<file path="src/logic/gfx_settings.svh">
`ifndef GFX_SETTINGS_SVH
`define GFX_SETTINGS_SVH

// Visible screen size in pixels
`define GFX_FB_WIDTH  16
`define GFX_FB_HEIGHT 12

// Depth of the address FIFO
// The stepper starts out with this many credits
`define GFX_CREDITS   4

`endif

</file>
<file path="src/logic/gfx_pkg.sv">
package gfx_pkg;

  // Signed so that endpoints may lie left of or above the screen
  typedef logic signed [9:0] coord_t;

  typedef logic [31:0] color_t;

  // Frame-buffer word address
  typedef logic [15:0] fb_addr_t;

  // Register select of a command write
  typedef logic [2:0] cmd_sel_t;

  localparam cmd_sel_t SEL_COLOR = 3'd0;
  localparam cmd_sel_t SEL_X0    = 3'd1;
  localparam cmd_sel_t SEL_Y0    = 3'd2;
  localparam cmd_sel_t SEL_X1    = 3'd3;
  localparam cmd_sel_t SEL_Y1    = 3'd4;
  localparam cmd_sel_t SEL_LINE  = 3'd5;
  localparam cmd_sel_t SEL_FILL  = 3'd6;

  typedef enum logic [1:0] {
    ST_IDLE,
    ST_LINE,
    ST_FILL
  } step_state_t;

endpackage

</file>
<file path="src/logic/pixel_if.sv">
`timescale 1ns/1ps

// Pixel beats downstream, credits back upstream
interface pixel_if;
  import gfx_pkg::*;

  logic   valid;
  coord_t x;
  coord_t y;
  color_t color;

  // One pulse per FIFO entry that left on the frame-buffer port
  logic   credit;

  modport src (
    output valid,
    output x,
    output y,
    output color,
    input  credit
  );

  modport dst (
    input  valid,
    input  x,
    input  y,
    input  color,
    output credit
  );

endinterface

</file>
<file path="src/logic/gfx_cmd_regs.sv">
`timescale 1ns/1ps

module gfx_cmd_regs (
  input  logic              cpu_clk_g,
  input  logic              rst_n,
  input  logic              cmd_valid,
  input  gfx_pkg::cmd_sel_t cmd_sel,
  input  logic [31:0]       cmd_data,
  input  logic              engine_busy,
  output gfx_pkg::color_t   color,
  output gfx_pkg::coord_t   x0,
  output gfx_pkg::coord_t   y0,
  output gfx_pkg::coord_t   x1,
  output gfx_pkg::coord_t   y1,
  output logic              start_line,
  output logic              start_fill
);
  import gfx_pkg::*;

  coord_t cmd_coord;

  // Coordinates use the low bits of the data word only
  assign cmd_coord = coord_t'(cmd_data[9:0]);

  always_ff @(posedge cpu_clk_g or negedge rst_n) begin
    if (!rst_n) begin
      color <= '0;
      x0    <= '0;
      y0    <= '0;
      x1    <= '0;
      y1    <= '0;
    end else if (cmd_valid) begin
      case (cmd_sel)
        SEL_COLOR: color <= cmd_data;
        SEL_X0:    x0    <= cmd_coord;
        SEL_Y0:    y0    <= cmd_coord;
        SEL_X1:    x1    <= cmd_coord;
        SEL_Y1:    y1    <= cmd_coord;
        default:   ;
      endcase
    end
  end

  // Triggers while the engine is busy are dropped here and nowhere else
  always_ff @(posedge cpu_clk_g or negedge rst_n) begin
    if (!rst_n) begin
      start_line <= 1'b0;
      start_fill <= 1'b0;
    end else begin
      start_line <= cmd_valid && (cmd_sel == SEL_LINE) && !engine_busy;
      start_fill <= cmd_valid && (cmd_sel == SEL_FILL) && !engine_busy;
    end
  end

endmodule

</file>
<file path="src/logic/line_stepper.sv">
`timescale 1ns/1ps
`include "gfx_settings.svh"

module line_stepper (
  input  logic            cpu_clk_g,
  input  logic            rst_n,
  input  logic            start_line,
  input  logic            start_fill,
  input  gfx_pkg::color_t color,
  input  gfx_pkg::coord_t x0,
  input  gfx_pkg::coord_t y0,
  input  gfx_pkg::coord_t x1,
  input  gfx_pkg::coord_t y1,
  pixel_if.src            pix,
  output logic            stepping
);
  import gfx_pkg::*;

  localparam coord_t SCR_W  = coord_t'(`GFX_FB_WIDTH);
  localparam coord_t SCR_H  = coord_t'(`GFX_FB_HEIGHT);
  localparam coord_t LAST_X = coord_t'(`GFX_FB_WIDTH - 1);
  localparam coord_t LAST_Y = coord_t'(`GFX_FB_HEIGHT - 1);
  localparam int     CW     = $clog2(`GFX_CREDITS + 1);

  step_state_t        state;
  coord_t             cur_x, cur_y;
  coord_t             end_x, end_y;
  color_t             color_q;
  logic               neg_x, neg_y;
  logic signed [12:0] dx_q, dy_q, err_q, e2;
  logic signed [12:0] diff_x, diff_y, abs_x, abs_y;
  logic [CW-1:0]      credits;
  logic               on_screen, advance, last_pix, step_x, step_y;

  // Setup values for a new line come straight from the endpoints
  assign diff_x = x1 - x0;
  assign diff_y = y1 - y0;
  assign abs_x  = diff_x[12] ? -diff_x : diff_x;
  assign abs_y  = diff_y[12] ? -diff_y : diff_y;

  // Bresenham decision terms
  assign e2     = err_q <<< 1;
  assign step_x = (e2 >= dy_q);
  assign step_y = (e2 <= dx_q);

  assign on_screen = (cur_x >= 0) && (cur_x < SCR_W) && (cur_y >= 0) && (cur_y < SCR_H);

  // Off-screen pixels move on without waiting for a credit
  assign advance = (state != ST_IDLE) && (!on_screen || (credits != '0));

  assign last_pix = (state == ST_FILL) ? ((cur_x == LAST_X) && (cur_y == LAST_Y)) :
                                         ((cur_x == end_x) && (cur_y == end_y));

  assign pix.valid = (state != ST_IDLE) && on_screen && (credits != '0);
  assign pix.x     = cur_x;
  assign pix.y     = cur_y;
  assign pix.color = color_q;

  // Covers the start pulse cycle so busy has no gap
  assign stepping = (state != ST_IDLE) || start_line || start_fill;

  always_ff @(posedge cpu_clk_g or negedge rst_n) begin
    if (!rst_n) begin
      credits <= CW'(`GFX_CREDITS);
    end else begin
      case ({pix.credit, pix.valid})
        2'b10:   credits <= credits + 1'b1;
        2'b01:   credits <= credits - 1'b1;
        default: ;
      endcase
    end
  end

  always_ff @(posedge cpu_clk_g or negedge rst_n) begin
    if (!rst_n) begin
      state   <= ST_IDLE;
      cur_x   <= '0;
      cur_y   <= '0;
      end_x   <= '0;
      end_y   <= '0;
      color_q <= '0;
      neg_x   <= 1'b0;
      neg_y   <= 1'b0;
      dx_q    <= '0;
      dy_q    <= '0;
      err_q   <= '0;
    end else begin
      case (state)
        ST_IDLE: begin
          if (start_line) begin
            cur_x   <= x0;
            cur_y   <= y0;
            end_x   <= x1;
            end_y   <= y1;
            color_q <= color;
            neg_x   <= diff_x[12];
            neg_y   <= diff_y[12];
            dx_q    <= abs_x;
            dy_q    <= -abs_y;
            err_q   <= abs_x - abs_y;
            state   <= ST_LINE;
          end else if (start_fill) begin
            cur_x   <= '0;
            cur_y   <= '0;
            color_q <= color;
            state   <= ST_FILL;
          end
        end
        ST_LINE: begin
          if (advance && last_pix) begin
            state <= ST_IDLE;
          end else if (advance) begin
            if (step_x) begin
              cur_x <= neg_x ? cur_x - coord_t'(1) : cur_x + coord_t'(1);
            end
            if (step_y) begin
              cur_y <= neg_y ? cur_y - coord_t'(1) : cur_y + coord_t'(1);
            end
            err_q <= err_q + (step_x ? dy_q : 13'sd0) + (step_y ? dx_q : 13'sd0);
          end
        end
        ST_FILL: begin
          if (advance && last_pix) begin
            state <= ST_IDLE;
          end else if (advance) begin
            // Row-major sweep
            if (cur_x == LAST_X) begin
              cur_x <= '0;
              cur_y <= cur_y + coord_t'(1);
            end else begin
              cur_x <= cur_x + coord_t'(1);
            end
          end
        end
        default: state <= ST_IDLE;
      endcase
    end
  end

endmodule

</file>
<file path="src/logic/pixel_addr_gen.sv">
`timescale 1ns/1ps
`include "gfx_settings.svh"

module pixel_addr_gen (
  input  logic              cpu_clk_g,
  input  logic              rst_n,
  pixel_if.dst              pix,
  output logic              fb_we,
  output gfx_pkg::fb_addr_t fb_addr,
  output gfx_pkg::color_t   fb_data,
  input  logic              fb_ready,
  output logic              draining
);
  import gfx_pkg::*;

  localparam int DEPTH = `GFX_CREDITS;
  localparam int PW    = $clog2(DEPTH);
  localparam int CW    = $clog2(DEPTH + 1);

  fb_addr_t      addr_mem [DEPTH];
  color_t        data_mem [DEPTH];
  logic [PW-1:0] wr_ptr, rd_ptr;
  logic [CW-1:0] count;
  fb_addr_t      addr_in;
  logic          pop;

  function automatic logic [PW-1:0] next_ptr(input logic [PW-1:0] ptr);
    return (ptr == PW'(DEPTH - 1)) ? '0 : ptr + 1'b1;
  endfunction

  // Row-major word address
  assign addr_in = fb_addr_t'(pix.y) * fb_addr_t'(`GFX_FB_WIDTH) + fb_addr_t'(pix.x);

  // Head of the FIFO sits on the port until it is taken
  assign fb_we    = (count != '0);
  assign fb_addr  = addr_mem[rd_ptr];
  assign fb_data  = data_mem[rd_ptr];
  assign pop      = fb_we && fb_ready;
  assign draining = fb_we;

  // Credits keep the FIFO from overflowing, so a beat is always written
  always_ff @(posedge cpu_clk_g) begin
    if (pix.valid) begin
      addr_mem[wr_ptr] <= addr_in;
      data_mem[wr_ptr] <= pix.color;
    end
  end

  always_ff @(posedge cpu_clk_g or negedge rst_n) begin
    if (!rst_n) begin
      wr_ptr     <= '0;
      rd_ptr     <= '0;
      count      <= '0;
      pix.credit <= 1'b0;
    end else begin
      if (pix.valid) begin
        wr_ptr <= next_ptr(wr_ptr);
      end
      if (pop) begin
        rd_ptr <= next_ptr(rd_ptr);
      end
      case ({pix.valid, pop})
        2'b10:   count <= count + 1'b1;
        2'b01:   count <= count - 1'b1;
        default: ;
      endcase
      pix.credit <= pop;
    end
  end

endmodule

</file>
<file path="src/logic/gfx_engine_top.sv">
`timescale 1ns/1ps

module gfx_engine_top (
  input  logic              cpu_clk_g,
  input  logic              rst_n,
  input  logic              cmd_valid,
  input  gfx_pkg::cmd_sel_t cmd_sel,
  input  logic [31:0]       cmd_data,
  output logic              busy,
  output logic              fb_we,
  output gfx_pkg::fb_addr_t fb_addr,
  output gfx_pkg::color_t   fb_data,
  input  logic              fb_ready
);
  import gfx_pkg::*;

  color_t color;
  coord_t x0, y0, x1, y1;
  logic   start_line, start_fill;
  logic   stepping, draining;

  pixel_if pix_if ();

  // Busy until the stepper is done and the last write has left
  assign busy = stepping || draining;

  gfx_cmd_regs gfx_cmd_regs_inst (
    .cpu_clk_g   (cpu_clk_g),
    .rst_n       (rst_n),
    .cmd_valid   (cmd_valid),
    .cmd_sel     (cmd_sel),
    .cmd_data    (cmd_data),
    .engine_busy (busy),
    .color       (color),
    .x0          (x0),
    .y0          (y0),
    .x1          (x1),
    .y1          (y1),
    .start_line  (start_line),
    .start_fill  (start_fill)
  );

  line_stepper line_stepper_inst (
    .cpu_clk_g  (cpu_clk_g),
    .rst_n      (rst_n),
    .start_line (start_line),
    .start_fill (start_fill),
    .color      (color),
    .x0         (x0),
    .y0         (y0),
    .x1         (x1),
    .y1         (y1),
    .pix        (pix_if.src),
    .stepping   (stepping)
  );

  pixel_addr_gen pixel_addr_gen_inst (
    .cpu_clk_g (cpu_clk_g),
    .rst_n     (rst_n),
    .pix       (pix_if.dst),
    .fb_we     (fb_we),
    .fb_addr   (fb_addr),
    .fb_data   (fb_data),
    .fb_ready  (fb_ready),
    .draining  (draining)
  );

endmodule

</file>
<file path="config.mk">
export PLATFORM = sky130hd
export DESIGN_NAME = gfx_engine_top
export DESIGN_NICKNAME = d
export VERILOG_FILES = /design/src/logic/gfx_pkg.sv /design/src/logic/pixel_if.sv /design/src/logic/gfx_cmd_regs.sv /design/src/logic/line_stepper.sv /design/src/logic/pixel_addr_gen.sv /design/src/logic/gfx_engine_top.sv
export VERILOG_INCLUDE_DIRS = /design/src /design/src/logic
export SDC_FILE = /design/constraint.sdc
export NUM_CORES = 1
export LEC_CHECK = 0
export BUFFER_PORTS_ARGS = -buffer_cell sky130_fd_sc_hd__buf_2
export CAP_MARGIN = 10
export CORE_ASPECT_RATIO = 1.25
export CORE_MARGIN = 3
export CORE_UTILIZATION = 60
export DETAILED_ROUTE_END_ITERATION = 7
export GPL_TIMING_DRIVEN = 0
export PLACE_DENSITY = 0.78
export SKIP_LAST_GASP = 1
export SLEW_MARGIN = 20
export SYNTH_ARGS = -nofsm -noshare
export SYNTH_HDL_FRONTEND = slang
export SYNTH_HIERARCHICAL = 1
export SYNTH_SLANG_ARGS = --single-unit
export TNS_END_PERCENT = 50
</file>
<file path="constraint.sdc">
create_clock -name cpu_clk_g -period 12.7 [get_ports cpu_clk_g]
set_input_delay 1.27 -clock cpu_clk_g [delete_from_list [all_inputs] [get_ports cpu_clk_g]]
set_output_delay 1.27 -clock cpu_clk_g [all_outputs]
set_load 0.05 [all_outputs]
</file>
* Yosys cells after proc, flatten, opt, wreduce, memory -nomap -nowiden *
Memory sizes are Yosys's and may differ from the RTL's.
Index checks and enable logic that the tools add are counted.

storage, ports and cells
  logic and storage cells = 160
  RAM bits = 192
  bits in latches = 0
  flip-flop bits (word level) = 200
  memories = 2
  output and inout port bits = 50
  input port bits = 39
  ROM bits = 0

cells by class
  equality and inequality tests = 28
  reduce and logical (&&, ||, !) cells = 42
  divide/modulo/power cells = 0
  multipliers = 0
  order comparisons = 6
  bitwise gates (word level) = 0
  add/subtract/negate cells = 19
  shift operators = 0
  muxes and demuxes = 40

memories
  name                          depth  width  rd ports  clocked after memory_dff  wr ports  line                  text
  pixel_addr_gen_inst.data_mem  4      32     1         0                         1         pixel_addr_gen.sv:21  color_t data_mem [DEPTH];
  pixel_addr_gen_inst.addr_mem  4      16     1         0                         1         pixel_addr_gen.sv:20  fb_addr_t addr_mem [DEPTH];

operator list
  operator                                                             count
  2-to-1 mux 10 bit                                                    17
  2-to-1 mux 13 bit                                                    7
  2-to-1 mux 32 bit                                                    2
  case mux 10 bit (3 select lines)                                     2
  negation 13 bit                                                      3
  adder 13 bit                                                         2
  case mux 13 bit (2 select lines)                                     1
  subtractor 10 x 10 -> 11 bit                                         2
  adder 10 x 2 -> 10 bit (second input constant)                       2
  equality test 10 bit                                                 2
  equality test 10 x 5 -> 1 bit (second input constant)                2
  greater-or-equal comparator 10 x 1 -> 1 bit (second input constant)  2
  subtractor 10 x 2 -> 10 bit (second input constant)                  2
  AND reduction 2 bit                                                  8
  adder 14 x 10 -> 15 bit                                              1
  logical AND 1 bit                                                    14
  greater-or-equal comparator 13 bit                                   1
  <= comparator 13 bit                                                 1
  subtractor 13 bit                                                    1
  case mux 3 bit (2 select lines)                                      2
  equality test 2 bit (second input constant)                          5
  < comparator 10 x 5 -> 1 bit (second input constant)                 1
  < comparator 10 x 6 -> 1 bit (second input constant)                 1
  2-to-1 mux 2 bit                                                     5
  22 further kinds                                                     49

* Depth between registers and ports, before layout *
Gate-level depths: netlist of the first run.

  depth after elaboration = 10
  depth in mapped cells = 23

* Cells and area by module *
The synthesis of the first run kept the hierarchy.

modules (own cells, without submodules)
  module          cells each  area an instance (µm²)  instances
  line_stepper    1036        9325.2                  1
  pixel_addr_gen  345         7646.1                  1
  gfx_cmd_regs    162         2808.9                  1
  gfx_engine_top  1           6.3                     1

* Worst setup path before layout of the first run *
Ideal clock, no wire load.

  path kind = register -> register
  start point = register line_stepper_inst.err_q[10]
  end point = register line_stepper_inst.err_q[11]
  path buffers = 1
  data required time = 12605 ps
  stages on the path, launching flop included = 22
  slack = 8407 ps
  data arrival time = 4197 ps
  path through = dfrtp_1 ha_1 nand4_1 nor3_1 a21oi_1 o2111a_1 nor3_1 clkbuf_1 nor2_1 fa_1 ha_1 inv_1 fa_1 nor2b_1 o21ai_0 a21boi_0 o21ai_0 a21oi_1 a21o_1 a21oi_1 xnor2_1 o31ai_1

on the way
  cells in the longest elaborated chain, start to end = 7

ends and longest elaborated chain
  element                             line                 text
  from (decl)                         line_stepper.sv:30   logic signed [12:0] dx_q, dy_q, err_q, e2;
  from (signal assigned)              line_stepper.sv:100  err_q <= abs_x - abs_y;
  from (signal assigned)              line_stepper.sv:119  err_q <= err_q + (step_x ? dy_q : 13'sd0) + (step_y ? dx_q : 13'sd0);
  greater-or-equal comparator 13 bit  line_stepper.sv:43   assign step_x = (e2 >= dy_q);
  2-to-1 mux 13 bit                   line_stepper.sv:119
  adder 13 bit                        line_stepper.sv:119
  adder 13 bit *                      line_stepper.sv:119
  2-to-1 mux 13 bit *                 line_stepper.sv:112  end else if (advance) begin
  2-to-1 mux 13 bit *                 line_stepper.sv:110  if (advance && last_pix) begin
  case mux 13 bit (2 select lines) *  line_stepper.sv:88   case (state)

Mark *: on every way between the ends. The rest lies on a longest branch, timed or not. The select of a mux whose other input is x is not followed.
A chain may end at the register's enable or synchronous reset.

* Worst setup path after layout of the first run *
  start point = register gfx_cmd_regs_inst.x0[0]
  end point = register line_stepper_inst.err_q[11]

on the way
  cells in the longest elaborated chain, start to end = 6

ends and longest elaborated chain
  element                               line                 text
  from (decl)                           gfx_cmd_regs.sv:11   output gfx_pkg::coord_t x0,
  from (signal assigned)                gfx_cmd_regs.sv:35   SEL_X0: x0 <= cmd_coord;
  subtractor 10 x 10 -> 11 bit *        line_stepper.sv:36   assign diff_x = x1 - x0;
  negation 13 bit                       line_stepper.sv:38   assign abs_x = diff_x[12] ? -diff_x : diff_x;
  2-to-1 mux 13 bit *                   line_stepper.sv:38
  named net line_stepper_inst.abs_x[1]  line_stepper.sv:31   logic signed [12:0] diff_x, diff_y, abs_x, abs_y;
  subtractor 13 bit *                   line_stepper.sv:100
  2-to-1 mux 13 bit *                   line_stepper.sv:90   if (start_line) begin
  case mux 13 bit (2 select lines) *    line_stepper.sv:88

The timed path passes the listed nets; every way through them passes the cells marked *. The select of a mux whose other input is x is not followed.

==> results of run 1 <==
==> cell type report <==
| type | count | area, µm² |
|---|---|---|
| clock buffer | 55 | 1119 |
| inverter | 99 | 371.6 |
| multi-input combinational | 992 | 8484 |
| fill | 2256 | 9945 |
| antenna | 1 | 2.502 |
| buffer | 66 | 314.1 |
| clock inverter | 14 | 157.7 |
| timing repair buffer | 94 | 615.6 |
| tap | 412 | 515.5 |
| sequential | 387 | 10630 |
==> stage by stage <==
stage          setup WS, ns  cell area (µm²)  total power [W]
2_1_floorplan         8.407            19790         0.004084
3_3_place_gp          6.921            20740         0.004815
3_5_place_dp          7.487            20930         0.004899
4_1_cts               7.446            22200         0.006069
5_1_grt               6.891            22200         0.006435
6_report              7.470            22210         0.006063
==> sequential cells by signal, indices dropped and copies added (netlist names), 2 cells and up <==
register / count
line_stepper_inst/pix.y: 10
line_stepper_inst/end_y: 10
pixel_addr_gen_inst/wr_ptr: 2
pixel_addr_gen_inst/count: 3
gfx_cmd_regs_inst/color: 32
line_stepper_inst/err_q: 12
line_stepper_inst/credits: 3
line_stepper_inst/dy_q: 13
line_stepper_inst/end_x: 10
pixel_addr_gen_inst/addr_mem: 60
line_stepper_inst/pix.x: 10
line_stepper_inst/pix.color: 32
line_stepper_inst/state: 2
gfx_cmd_regs_inst/y1: 10
line_stepper_inst/dx_q: 13
gfx_cmd_regs_inst/y0: 10
pixel_addr_gen_inst/data_mem: 128
gfx_cmd_regs_inst/x1: 10
pixel_addr_gen_inst/rd_ptr: 2
gfx_cmd_regs_inst/x0: 10
==> power groups by stage <==
| stage | combinational (W) | sequential (W) | clock (W) |
|---|---|---|---|
| global placement | 0.00301 | 0.00180 | 0 |
| CTS | 0.00311 | 0.00179 | 0.00116 |
| finish | 0.00312 | 0.00179 | 0.00115 |
| detailed placement | 0.00309 | 0.00181 | 0 |
| global route | 0.00341 | 0.00181 | 0.00121 |
| floorplan | 0.00237 | 0.00172 | 0 |
==> routing by layer <==
metal,wire length (µm),track usage (%),vias up
met1,18200,32.64,6506
li1,-,-,5951
met4,2686,13.66,0
met3,2054,3.822,142
met5,0,0,-
met2,25590,49.77,372
==> logic make-up after synthesis <==
family / after synthesis
mux: 185
xor+xnor: 89
fa+ha+maj: 112
simple gates: 339
compound gates: 267
buf+inv: 165
flops: 387
==> path summary, 6_finish.rpt <==
kind / from / end / slack (ns) / depth (start not counted)
setup / recovery: gfx_cmd_regs_inst/x0[0]$_DFFE_PN0P_ / line_stepper_inst/err_q[11]$_DFFE_PN0P_ / 7.47 / 20
hold / removal: pixel_addr_gen_inst/count[2]$_DFFE_PN0P_ / pixel_addr_gen_inst/count[2]$_DFFE_PN0P_ / 0.47 / 1
setup reg to reg: gfx_cmd_regs_inst/x0[0]$_DFFE_PN0P_ / line_stepper_inst/err_q[11]$_DFFE_PN0P_ / 7.47 / 20
hold reg to reg: pixel_addr_gen_inst/count[2]$_DFFE_PN0P_ / pixel_addr_gen_inst/count[2]$_DFFE_PN0P_ / 0.47 / 1
max in group asynchronous: rst_n / line_stepper_inst/credits[2]$_DFFE_PN1P_ / 10.87 / 3
min in group asynchronous: rst_n / gfx_cmd_regs_inst/y0[0]$_DFFE_PN0P_ / 0.63 / 1
==> cell usage after synthesis, types with 8 or more instances <==
cell type / instances / area share [%]
xnor2_1: 46 / 2.0
nor4_1: 14 / 0.44
a21oi_1: 59 / 1.5
a22oi_1: 13 / 0.49
mux4_2: 47 / 5.3
o21ai_0: 63 / 1.6
a32oi_1: 10 / 0.44
clkbuf_1: 34 / 0.64
and3_1: 10 / 0.32
nor2_1: 95 / 1.8
or3_1: 9 / 0.28
ha_1: 94 / 5.9
nand2_1: 95 / 1.8
nor3_1: 23 / 0.58
a221o_1: 10 / 0.51
a21o_1: 15 / 0.57
dfrtp_1: 198 / 25
nand2b_1: 9 / 0.28
and2_1: 20 / 0.63
xor2_1: 41 / 1.8
mux2_2: 133 / 7.6
edfxtp_1: 188 / 29
inv_1: 98 / 1.9
fa_1: 18 / 1.8
buf_2: 23 / 0.58
nand3_1: 18 / 0.46
nor2b_1: 10 / 0.32
o221ai_1: 8 / 0.35
==> out/metrics.csv, run 1 <==
stage,metric,value,unit
routing,first_iter_violations,1053,
power,swShare,43.24,%
timing,fin_tns_setup,0,ns
clock_tree,root_buffer,clkbuf_16,
cells_and_area,final_common_cell,dfrtp_1,
synthesis,synth-compound-area-share,9.365,%
synthesis,syn_inst,1544,
clock_tree,clock_latency,0.55,ns
synthesis,ys_types,88,
routing,vias,12970,
routing,remaining_drc_errors,0,
worst_setup_path,cp_top_family,compound AO/OA/AOI/OAI gates,
routing,antenna_left,0,
clock_tree,cts_buffer_depth,3,
timing,worstMarginPinSlew,0.8751,ns
worst_setup_path,cp_slowest_cell,o21ai_0,
synthesis,syn_area,19790,µm²
floorplanning,die-width,168.4,µm
cells_and_area,final_util,69.07,%
synthesis,synth_async_sr_flop_share,51.42,%
synthesis,synth_fp_nets,1695,
synthesis,yosys.area_share.xor_xnor,4.047,%
global_routing,first_global_vias,13290,
timing,holdWs,0.4667,ns
floorplanning,io_pins,89,
synthesis,yosys.area_share.adder,7.765,%
global_routing,grt_use_total,27.73,%
clock_tree,ctsResizeCount,0,
synthesis,synth_top_family_by_area,multiplexers,
min_path,hold_path.class,flop to flop,
floorplanning,initial_utilization,61.54,%
placed_design,dp_hpwl,34630,µm
worst_setup_path,worst-path-buf-inv,1,
floorplanning,row_count,73,
cells_and_area,most-common-layout-cells,"dfrtp_1, edfxtp_1, mux2_2",
worst_setup_path,critPathLaunchType,flop,
global_routing,grt_max_degree,77,
worst_setup_path,cpMostUsedCell,o21ai_0,
cells_and_area,area_growth,12.23,%
worst_setup_path,path_cells,ha_1 > fa_1 > nor2b_1 > o21ai_0 > a21boi_0 > o21ai_0 > a21oi_1 > a31oi_1 > clkbuf_1 > o21ai_0 > ha_1 > nor2b_1 > o21ai_0 > a21boi_0 > o31a_1 > o211a_1 > o21ai_0 > a21oi_1 > o41a_1 > o31ai_1,
power,power.share.clock,18.9,%
routing,wl_per_cell,22.89,µm
worst_setup_path,required,13.14,ns
timing,finClkSkew,0.02161,ns
cells_and_area,fin_cells,2120,
placed_design,place_congestion,0.9541,
clock_tree,cts_tree,done,
worst_setup_path,cpPeakStageDelay,0.50,ns
power,p_switching,0.002622,W
synthesis,synth_mux_area_share,13.18,%
job,max_cap_violations,0,
synthesis,synth_seq_area_share,53.71,%
worst_setup_path,worstPathArrival,5.67,ns
timing,clock.fmax,191.2,MHz
clock_tree,clk_pin_slew_worst_paths,0.06,ns
clock_tree,numCtsBuffers,38,
power,leakage,9.211,nW
timing,setup_viol,0,
power,ir_drop,397.9,µV
timing,rsz0062_at_grt,false,
placed_design,io_buffers,88,
run_status,status,finished clean,
timing,hold_viol,0,
routing,wl,48530,µm
worst_setup_path,path_class,flop to flop,
synthesis,synth_edf_count,188,
global_routing,antenna_found_initial,0,
power,seqPwrFrac,29.6,%
global_routing,gr-total-overflow,0,
synthesis,avgSynthCellArea,12.82,µm²
power,powerDensity,273.0,nW/µm²
timing,relSlewSlack,41.21,%
floorplanning,core-area,32150,µm²
routing,dr.pass1.iters,8,
cells_and_area,final_nets,1829,
clock_tree,numClockSinks,387,
clock_tree,cts-htree-levels,2,
routing,viasPerCell,6.118,
floorplanning,die_h,209.0,µm
global_routing,grt_pass1_wl,75220,µm
cells_and_area,drive_above_1_share,23.02,%
synthesis,yosysWarnings,6,
power,intPower,0.003441,W
synthesis,synth_seq_cells,387,
timing,period_share,41.18,%
timing,period_minus_slack,5.230,ns
clock_tree,cts_setup_buffers,0,
floorplanning,die_area,35210,µm²
synthesis,synth-simple-area-share,8.467,%
timing,final_max_slew_viol_count,0,
synthesis,synth_ff_type,dfrtp_1,
worst_setup_path,path_max_fanout,10,
power,comb_power_share,51.5,%
clock_tree,hold_buffers,0,
placed_design,place_inst,2050,
worst_setup_path,worstSetupEndpointType,flop,
(Power assumes the default switching activity.)
==> run 2: changes to the inputs <==
- CORE_UTILIZATION: 60 -> 56
- PLACE_DENSITY: 0.78 -> 0.76
- clock period: 12.7 -> 4.63 ns (I/O delays scaled with it)
==> run 2 against run 1 <==
  * Flip-flop and latch count unchanged
  * Clock-buffer cell count down 3
  * Fmax up 17%
  * Clock power rose to 2.7 times the previous value
  * Critical path type unchanged
  * Critical endpoint is now line_stepper_inst/err_q[9]$_DFFE_PN0P_
==> out/metrics.csv, run 2 (synthesis results as in run 1) <==
stage,metric,value,unit
clock_tree,cts-htree-levels,2,
worst_setup_path,cpPeakStageDelay,0.41,ns
timing,rsz0062_at_grt,true,
routing,viasPerCell,5.929,
worst_setup_path,worstSetupEndpointType,flop,
cells_and_area,n_antenna_cell,0,
worst_setup_path,cpMostUsedCell,o21ai_0,
global_routing,grt_use_total,25.56,%
floorplanning,io_pins,89,
floorplanning,initial_utilization,57.01,%
placed_design,io_buffers,88,
timing,hold_viol,0,
run_status,status,finished clean,
global_routing,antenna_found_initial,0,
clock_tree,numCtsBuffers,38,
cells_and_area,largest_reg_flops,128,
cells_and_area,final_nets,1839,
timing,finClkSkew,0.01709,ns
power,ir_drop,1301,µV
floorplanning,core-area,34710,µm²
power,p_switching,0.007328,W
worst_setup_path,r2r_cells,21,
timing,worstMarginPinSlew,0.8109,ns
timing,period_minus_slack,4.465,ns
routing,first_iter_violations,1022,
timing,period_share,96.43,%
global_routing,grt_max_degree,96,
clock_tree,cts_buffer_depth,3,
cells_and_area,fin_cells,2186,
power,leakage,9.274,nW
routing,wl_per_cell,22.03,µm
power,power.share.clock,18.4,%
timing,setup_viol,0,
cells_and_area,final_common_cell,dfrtp_1,
routing,antenna_left,0,
placed_design,place_inst,2106,
floorplanning,die_h,216.2,µm
routing,dr.pass1.iters,5,
min_path,holdCritStartpoint,cmd_data[20],
floorplanning,die_area,37640,µm²
worst_setup_path,r2r_setup_slack,0.17,ns
cells_and_area,reg.largest.list,"pixel_addr_gen_inst/data_mem x128, pixel_addr_gen_inst/addr_mem x60",
placed_design,post-place-ws,-0.6908,ns
power,intPower,0.009679,W
power,comb_power_share,52.7,%
worst_setup_path,r2r-start,gfx_cmd_regs_inst/x0[0]$_DFFE_PN0P_,
power,swShare,43.09,%
clock_tree,cts_tree,done,
job,max_cap_violations,0,
clock_tree,clock_latency,0.54,ns
placed_design,dp_hpwl,34470,µm
cells_and_area,largest-register,pixel_addr_gen_inst/data_mem,
global_routing,gr-total-overflow,0,
clock_tree,clk_pin_slew_worst_paths,0.07,ns
global_routing,first_global_vias,13260,
worst_setup_path,path_class,flop to flop,
timing,relSlewSlack,45.44,%
timing,final_max_slew_viol_count,0,
min_path,hold_depth,2,
floorplanning,die-width,174.1,µm
worst_setup_path,r2r-end,line_stepper_inst/err_q[9]$_DFFE_PN0P_,
clock_tree,numClockSinks,387,
worst_setup_path,critPathLaunchType,flop,
timing,setup_ws,0.1655,ns
power,powerDensity,756.6,nW/µm²
floorplanning,row_count,76,
min_path,worstHoldEndpoint,gfx_cmd_regs_inst/color[20]$_DFFE_PN0P_,
cells_and_area,most-common-layout-cells,"dfrtp_1, edfxtp_1, mux2_2",
routing,vias,12960,
global_routing,grt_pass1_wl,75150,µm
worst_setup_path,path_cells,ha_1 > fa_2 > nor2b_1 > o21ai_0 > a21boi_1 > o21ai_1 > a21oi_2 > a31oi_2 > buf_4 > nand2_1 > o21ai_4 > ha_1 > nor2b_1 > o21ai_0 > a21boi_1 > o31a_1 > o211a_1 > o21ai_1 > a211oi_1 > a211oi_1 > o21ai_0,
worst_setup_path,required,5.02,ns
cells_and_area,drive_above_1_share,24.62,%
cells_and_area,area_growth,13.60,%
routing,wl,48160,µm
min_path,hold_path.class,primary input to flop,
power,seqPwrFrac,28.9,%
worst_setup_path,path_max_fanout,10,
worst_setup_path,worstPathArrival,4.85,ns
routing,remaining_drc_errors,0,
timing,clock.fmax,224.0,MHz
placed_design,place_congestion,0.9403,
clock_tree,root_buffer,clkbuf_16,
worst_setup_path,cp_slowest_cell,dfrtp_1,
-- run 2: cell count changes in the layout (fill, tap and decap cells not counted), sizes merged --
cell | before | now
clkinvlp | 0 | 2
inv | 103 | 102
clkinv | 8 | 10
buf | 126 | 136
bufinv | 2 | 3
diode | 1 | 0
clkbuf | 89 | 85
dlygate4sd3 | 0 | 1
-- run 2: power groups by stage --
stage	Sequential [W]	Combinational (W)	Clock (W)
final	0.00492	0.00897	0.00312
after global routing	0.00497	0.00980	0.00331
after CTS	0.00492	0.00878	0.00318
after detailed placement	0.00498	0.00852	0
after global placement	0.00494	0.00833	0
after floorplan	0.00471	0.00649	0
-- run 2: worst max-delay path by stage --
stage,start,end,depth (start not counted)
floorplan,line_stepper_inst/err_q[10]$_DFFE_PN0P_,line_stepper_inst/err_q[11]$_DFFE_PN0P_,21
global placement,line_stepper_inst/err_q[11]$_DFFE_PN0P_,line_stepper_inst/err_q[11]$_DFFE_PN0P_,21
detailed placement,line_stepper_inst/err_q[11]$_DFFE_PN0P_,line_stepper_inst/err_q[11]$_DFFE_PN0P_,21
CTS,gfx_cmd_regs_inst/x0[0]$_DFFE_PN0P_,line_stepper_inst/err_q[10]$_DFFE_PN0P_,21
global route,gfx_cmd_regs_inst/x1[0]$_DFFE_PN0P_,line_stepper_inst/err_q[10]$_DFFE_PN0P_,22
finish,gfx_cmd_regs_inst/x0[0]$_DFFE_PN0P_,line_stepper_inst/err_q[9]$_DFFE_PN0P_,21
-- run 2: repair_timing --
action,CTS,global route
resized for setup,21,26
hold endpoints to repair,49,0
hold buffers,1,0
endpoints found under the setup margin,7,6
setup buffers,3,6
pin swaps,4,13
-- run 2: critical path, delay by kind of cell, from the launching register on --
| kind | cells | cell delay (ns) |
|---|---|---|
| adders and majority gates | 3 | 0.90 |
| AOI/OAI and AO/OA | 14 | 2.47 |
| and+or+nand+nor | 3 | 0.36 |
| buffers and inverters | 1 | 0.20 |
| DFF | 1 | 0.41 |
-- run 2: layer usage --
metal | wire [µm] | track usage (%) | part of all wire [%] | vias up
li1 | - | - | - | 5967
met1 | 18720 | 30.87 | 39 | 6481
met2 | 24820 | 45.39 | 52 | 397
met3 | 2059 | 3.155 | 4.3 | 116
met4 | 2567 | 12.53 | 5.3 | 0
met5 | 0 | 0 | 0 | -
-- run 2: per-stage QoR --
step           util (%)  hold slack [ns]  power, W  area, µm²  TNS (ns)
5_1_grt           64.76           0.1427   0.01808      22480   -0.1481
6_report          64.76           0.1311   0.01701      22480         0
4_1_cts           64.42           0.1180   0.01688      22360  -0.03299
3_5_place_dp      60.50           0.3974   0.01349      21000    -2.534
3_3_place_gp      59.96           0.4489   0.01327      20810    -61.02
2_1_floorplan         -           0.1674   0.01120      19790         0
-- run 2: layout make-up --
cell class / instances / area, µm²
Clock inverter: 18 / 186.4
Clock buffer: 52 / 1075
Multi-Input combinational cell: 992 / 8600
Tap cell: 468 / 585.6
Buffer: 66 / 337.8
Inverter: 99 / 371.6
Sequential cell: 387 / 10630
Timing Repair Buffer: 104 / 693.2
Fill cell: 2567 / 12230
==> run 3: changes to the inputs <==
- PLACE_DENSITY: 0.76 -> 0.84
==> run 3 against run 2 <==
  * Design area is 0.25% higher
  * Wire length up 3.1%
  * Critical path depth did not move
  * Via count is 2.8% higher
  * Utilization up 0.16 points
  * Highest routed layer unchanged
==> out/metrics.csv, run 3 (synthesis results as in run 1) <==
stage,metric,value,unit
run_status,status,finished clean,
routing,dr.pass1.iters,5,
cells_and_area,fillers,2408,
power,leakage,9.317,nW
global_routing,grt_use_total,26.55,%
cells_and_area,n_antenna_cell,0,
clock_tree,root_buffer,clkbuf_16,
timing,worstMarginPinSlew,1.065,ns
timing,fin_tns_setup,0,ns
power,ir_drop,1251,µV
global_routing,grt_max_degree,74,
placed_design,dp_hpwl,34480,µm
global_routing,first_global_vias,13680,
cells_and_area,area_growth,13.88,%
worst_setup_path,worstPathArrival,4.90,ns
routing,remaining_drc_errors,0,
routing,antenna_left,0,
clock_tree,numClockSinks,387,
floorplanning,row_count,76,
routing,viasPerCell,6.066,
worst_setup_path,cp_top_family,compound AO/OA/AOI/OAI gates,
clock_tree,cts-htree-levels,2,
global_routing,grt_pass1_wl,77820,µm
cells_and_area,most-common-layout-cells,"dfrtp_1, edfxtp_1, mux2_2",
worst_setup_path,cpPeakStageDelay,0.41,ns
placed_design,place_inst,2103,
job,max_cap_violations,0,
timing,period_minus_slack,4.520,ns
routing,wl,49670,µm
timing,hold_viol,0,
floorplanning,die_h,216.2,µm
global_routing,antenna_found_initial,0,
floorplanning,die_area,37640,µm²
cells_and_area,drive_above_1_share,26.20,%
worst_setup_path,worstSetupEndpointType,flop,
power,powerDensity,767.6,nW/µm²
timing,rsz0062_at_grt,true,
worst_setup_path,path_max_fanout,3,
worst_setup_path,critPathLaunchType,flop,
placed_design,place_congestion,0.9283,
clock_tree,cts_tree,done,
global_routing,gr-total-overflow,0,
floorplanning,core-area,34710,µm²
cells_and_area,largest_reg_flops,128,
clock_tree,clock_latency,0.54,ns
worst_setup_path,path_class,flop to flop,
worst_setup_path,cp_slowest_cell,dfrtp_1,
routing,wl_per_cell,22.61,µm
routing,first_iter_violations,1070,
worst_setup_path,worst-path-buf-inv,1,
routing,vias,13330,
timing,relSlewSlack,28.43,%
clock_tree,numCtsBuffers,38,
floorplanning,initial_utilization,57.01,%
timing,setup_viol,0,
worst_setup_path,path_cells,ha_1 > fa_1 > nor2b_1 > o21ai_0 > a21boi_1 > o21ai_1 > a21oi_2 > a31oi_1 > clkbuf_4 > nand2_1 > o21ai_4 > ha_1 > nor2b_1 > o21ai_2 > a21boi_1 > o31a_1 > o211a_1 > o21ai_2 > a211oi_1 > a211oi_2 > o21ai_0,
floorplanning,die-width,174.1,µm
worst_setup_path,required,5.01,ns
clock_tree,cts_buffer_depth,3,
floorplanning,io_pins,89,
cells_and_area,final_common_cell,dfrtp_1,
cells_and_area,reg.largest.list,"pixel_addr_gen_inst/data_mem x128, pixel_addr_gen_inst/addr_mem x60",
timing,final_max_slew_viol_count,0,
cells_and_area,largest-register,pixel_addr_gen_inst/data_mem,
cells_and_area,fin_cells,2197,
timing,period_share,97.63,%
placed_design,io_buffers,88,
clock_tree,clk_pin_slew_worst_paths,0.06,ns
min_path,hold_path.class,primary input to flop,
timing,clock.fmax,221.2,MHz
timing,finClkSkew,0.01539,ns
cells_and_area,final_nets,1850,
run 3: changes by cell type in the layout (fill, tap and decap cells not counted), sizes merged:
cell	before	now
clkbuf	85	77
clkinv	10	15
buf	136	147
clkinvlp	2	5
run 3: layer usage:
layer | track usage, % | routed length [µm] | vias up | part of all wire, %
met4 | 16.47 | 3595 | 0 | 7.2
met2 | 45.35 | 25030 | 535 | 50
met3 | 3.488 | 2561 | 157 | 5.2
li1 | - | - | 6004 | -
met1 | 32.04 | 18490 | 6631 | 37
met5 | 0 | 0 | - | 0
run 3: path summary, 6_finish.rpt:
kind / slack [ns] / to / start / cells past startpoint
worst max-delay path: 0.11 / line_stepper_inst/err_q[9]$_DFFE_PN0P_ / gfx_cmd_regs_inst/x0[0]$_DFFE_PN0P_ / 21
worst min-delay path: 0.17 / gfx_cmd_regs_inst/color[10]$_DFFE_PN0P_ / cmd_data[10] / 2
worst max register to register: 0.11 / line_stepper_inst/err_q[9]$_DFFE_PN0P_ / gfx_cmd_regs_inst/x0[0]$_DFFE_PN0P_ / 21
worst min register to register: 0.48 / pixel_addr_gen_inst/count[2]$_DFFE_PN0P_ / pixel_addr_gen_inst/count[2]$_DFFE_PN0P_ / 1
max in group asynchronous: 3.04 / line_stepper_inst/credits[2]$_DFFE_PN1P_ / rst_n / 4
min in group asynchronous: 0.43 / gfx_cmd_regs_inst/y1[7]$_DFFE_PN0P_ / rst_n / 2
run 3: timing repair:
item / CTS / global route
hold endpoints to repair: 55 / 0
buffers inserted: 13 / 10
pin swaps: 8 / 17
setup endpoints to repair: 7 / 6
gates resized for setup: 24 / 38
hold buffers: 1 / 0
run 3: through the flow:
step                total power, W  util, %  setup slack (ns)  hold slack [ns]  instance area (µm²)
global placement           0.01312    59.96           -0.8265           0.4515                20810
global route               0.01830    64.92          -0.09164           0.1555                22530
detailed placement         0.01341    60.26           -0.8379           0.4196                20920
finish                     0.01730    64.92            0.1097           0.1654                22530
floorplan                  0.01120        -            0.3374           0.1674                19790
CTS                        0.01678    64.30         -0.001725           0.1464                22320
run 3: where the power goes:
group	total (W)	leakage, nW	switching [W]	internal (W)
registers	0.00491	4.26	0.000554	0.00436
clock network	0.00305	0.598	0.00131	0.00174
logic	0.00933	4.46	0.00564	0.00369
total	0.0173	9.32	0.00751	0.00979
run 3: layout make-up:
cell class              instances  area (µm²)  area share, %
plain buffers                  66       339.1          1.505
clock buffers                  44        1003          4.453
flip-flops and latches        387       10630          47.18
repair buffers                115       715.7          3.176
clock inverters                26       232.7          1.033
inverters                      99       371.6          1.649
multi-input cells             992        8655          38.41
well taps                     468       585.6          2.599
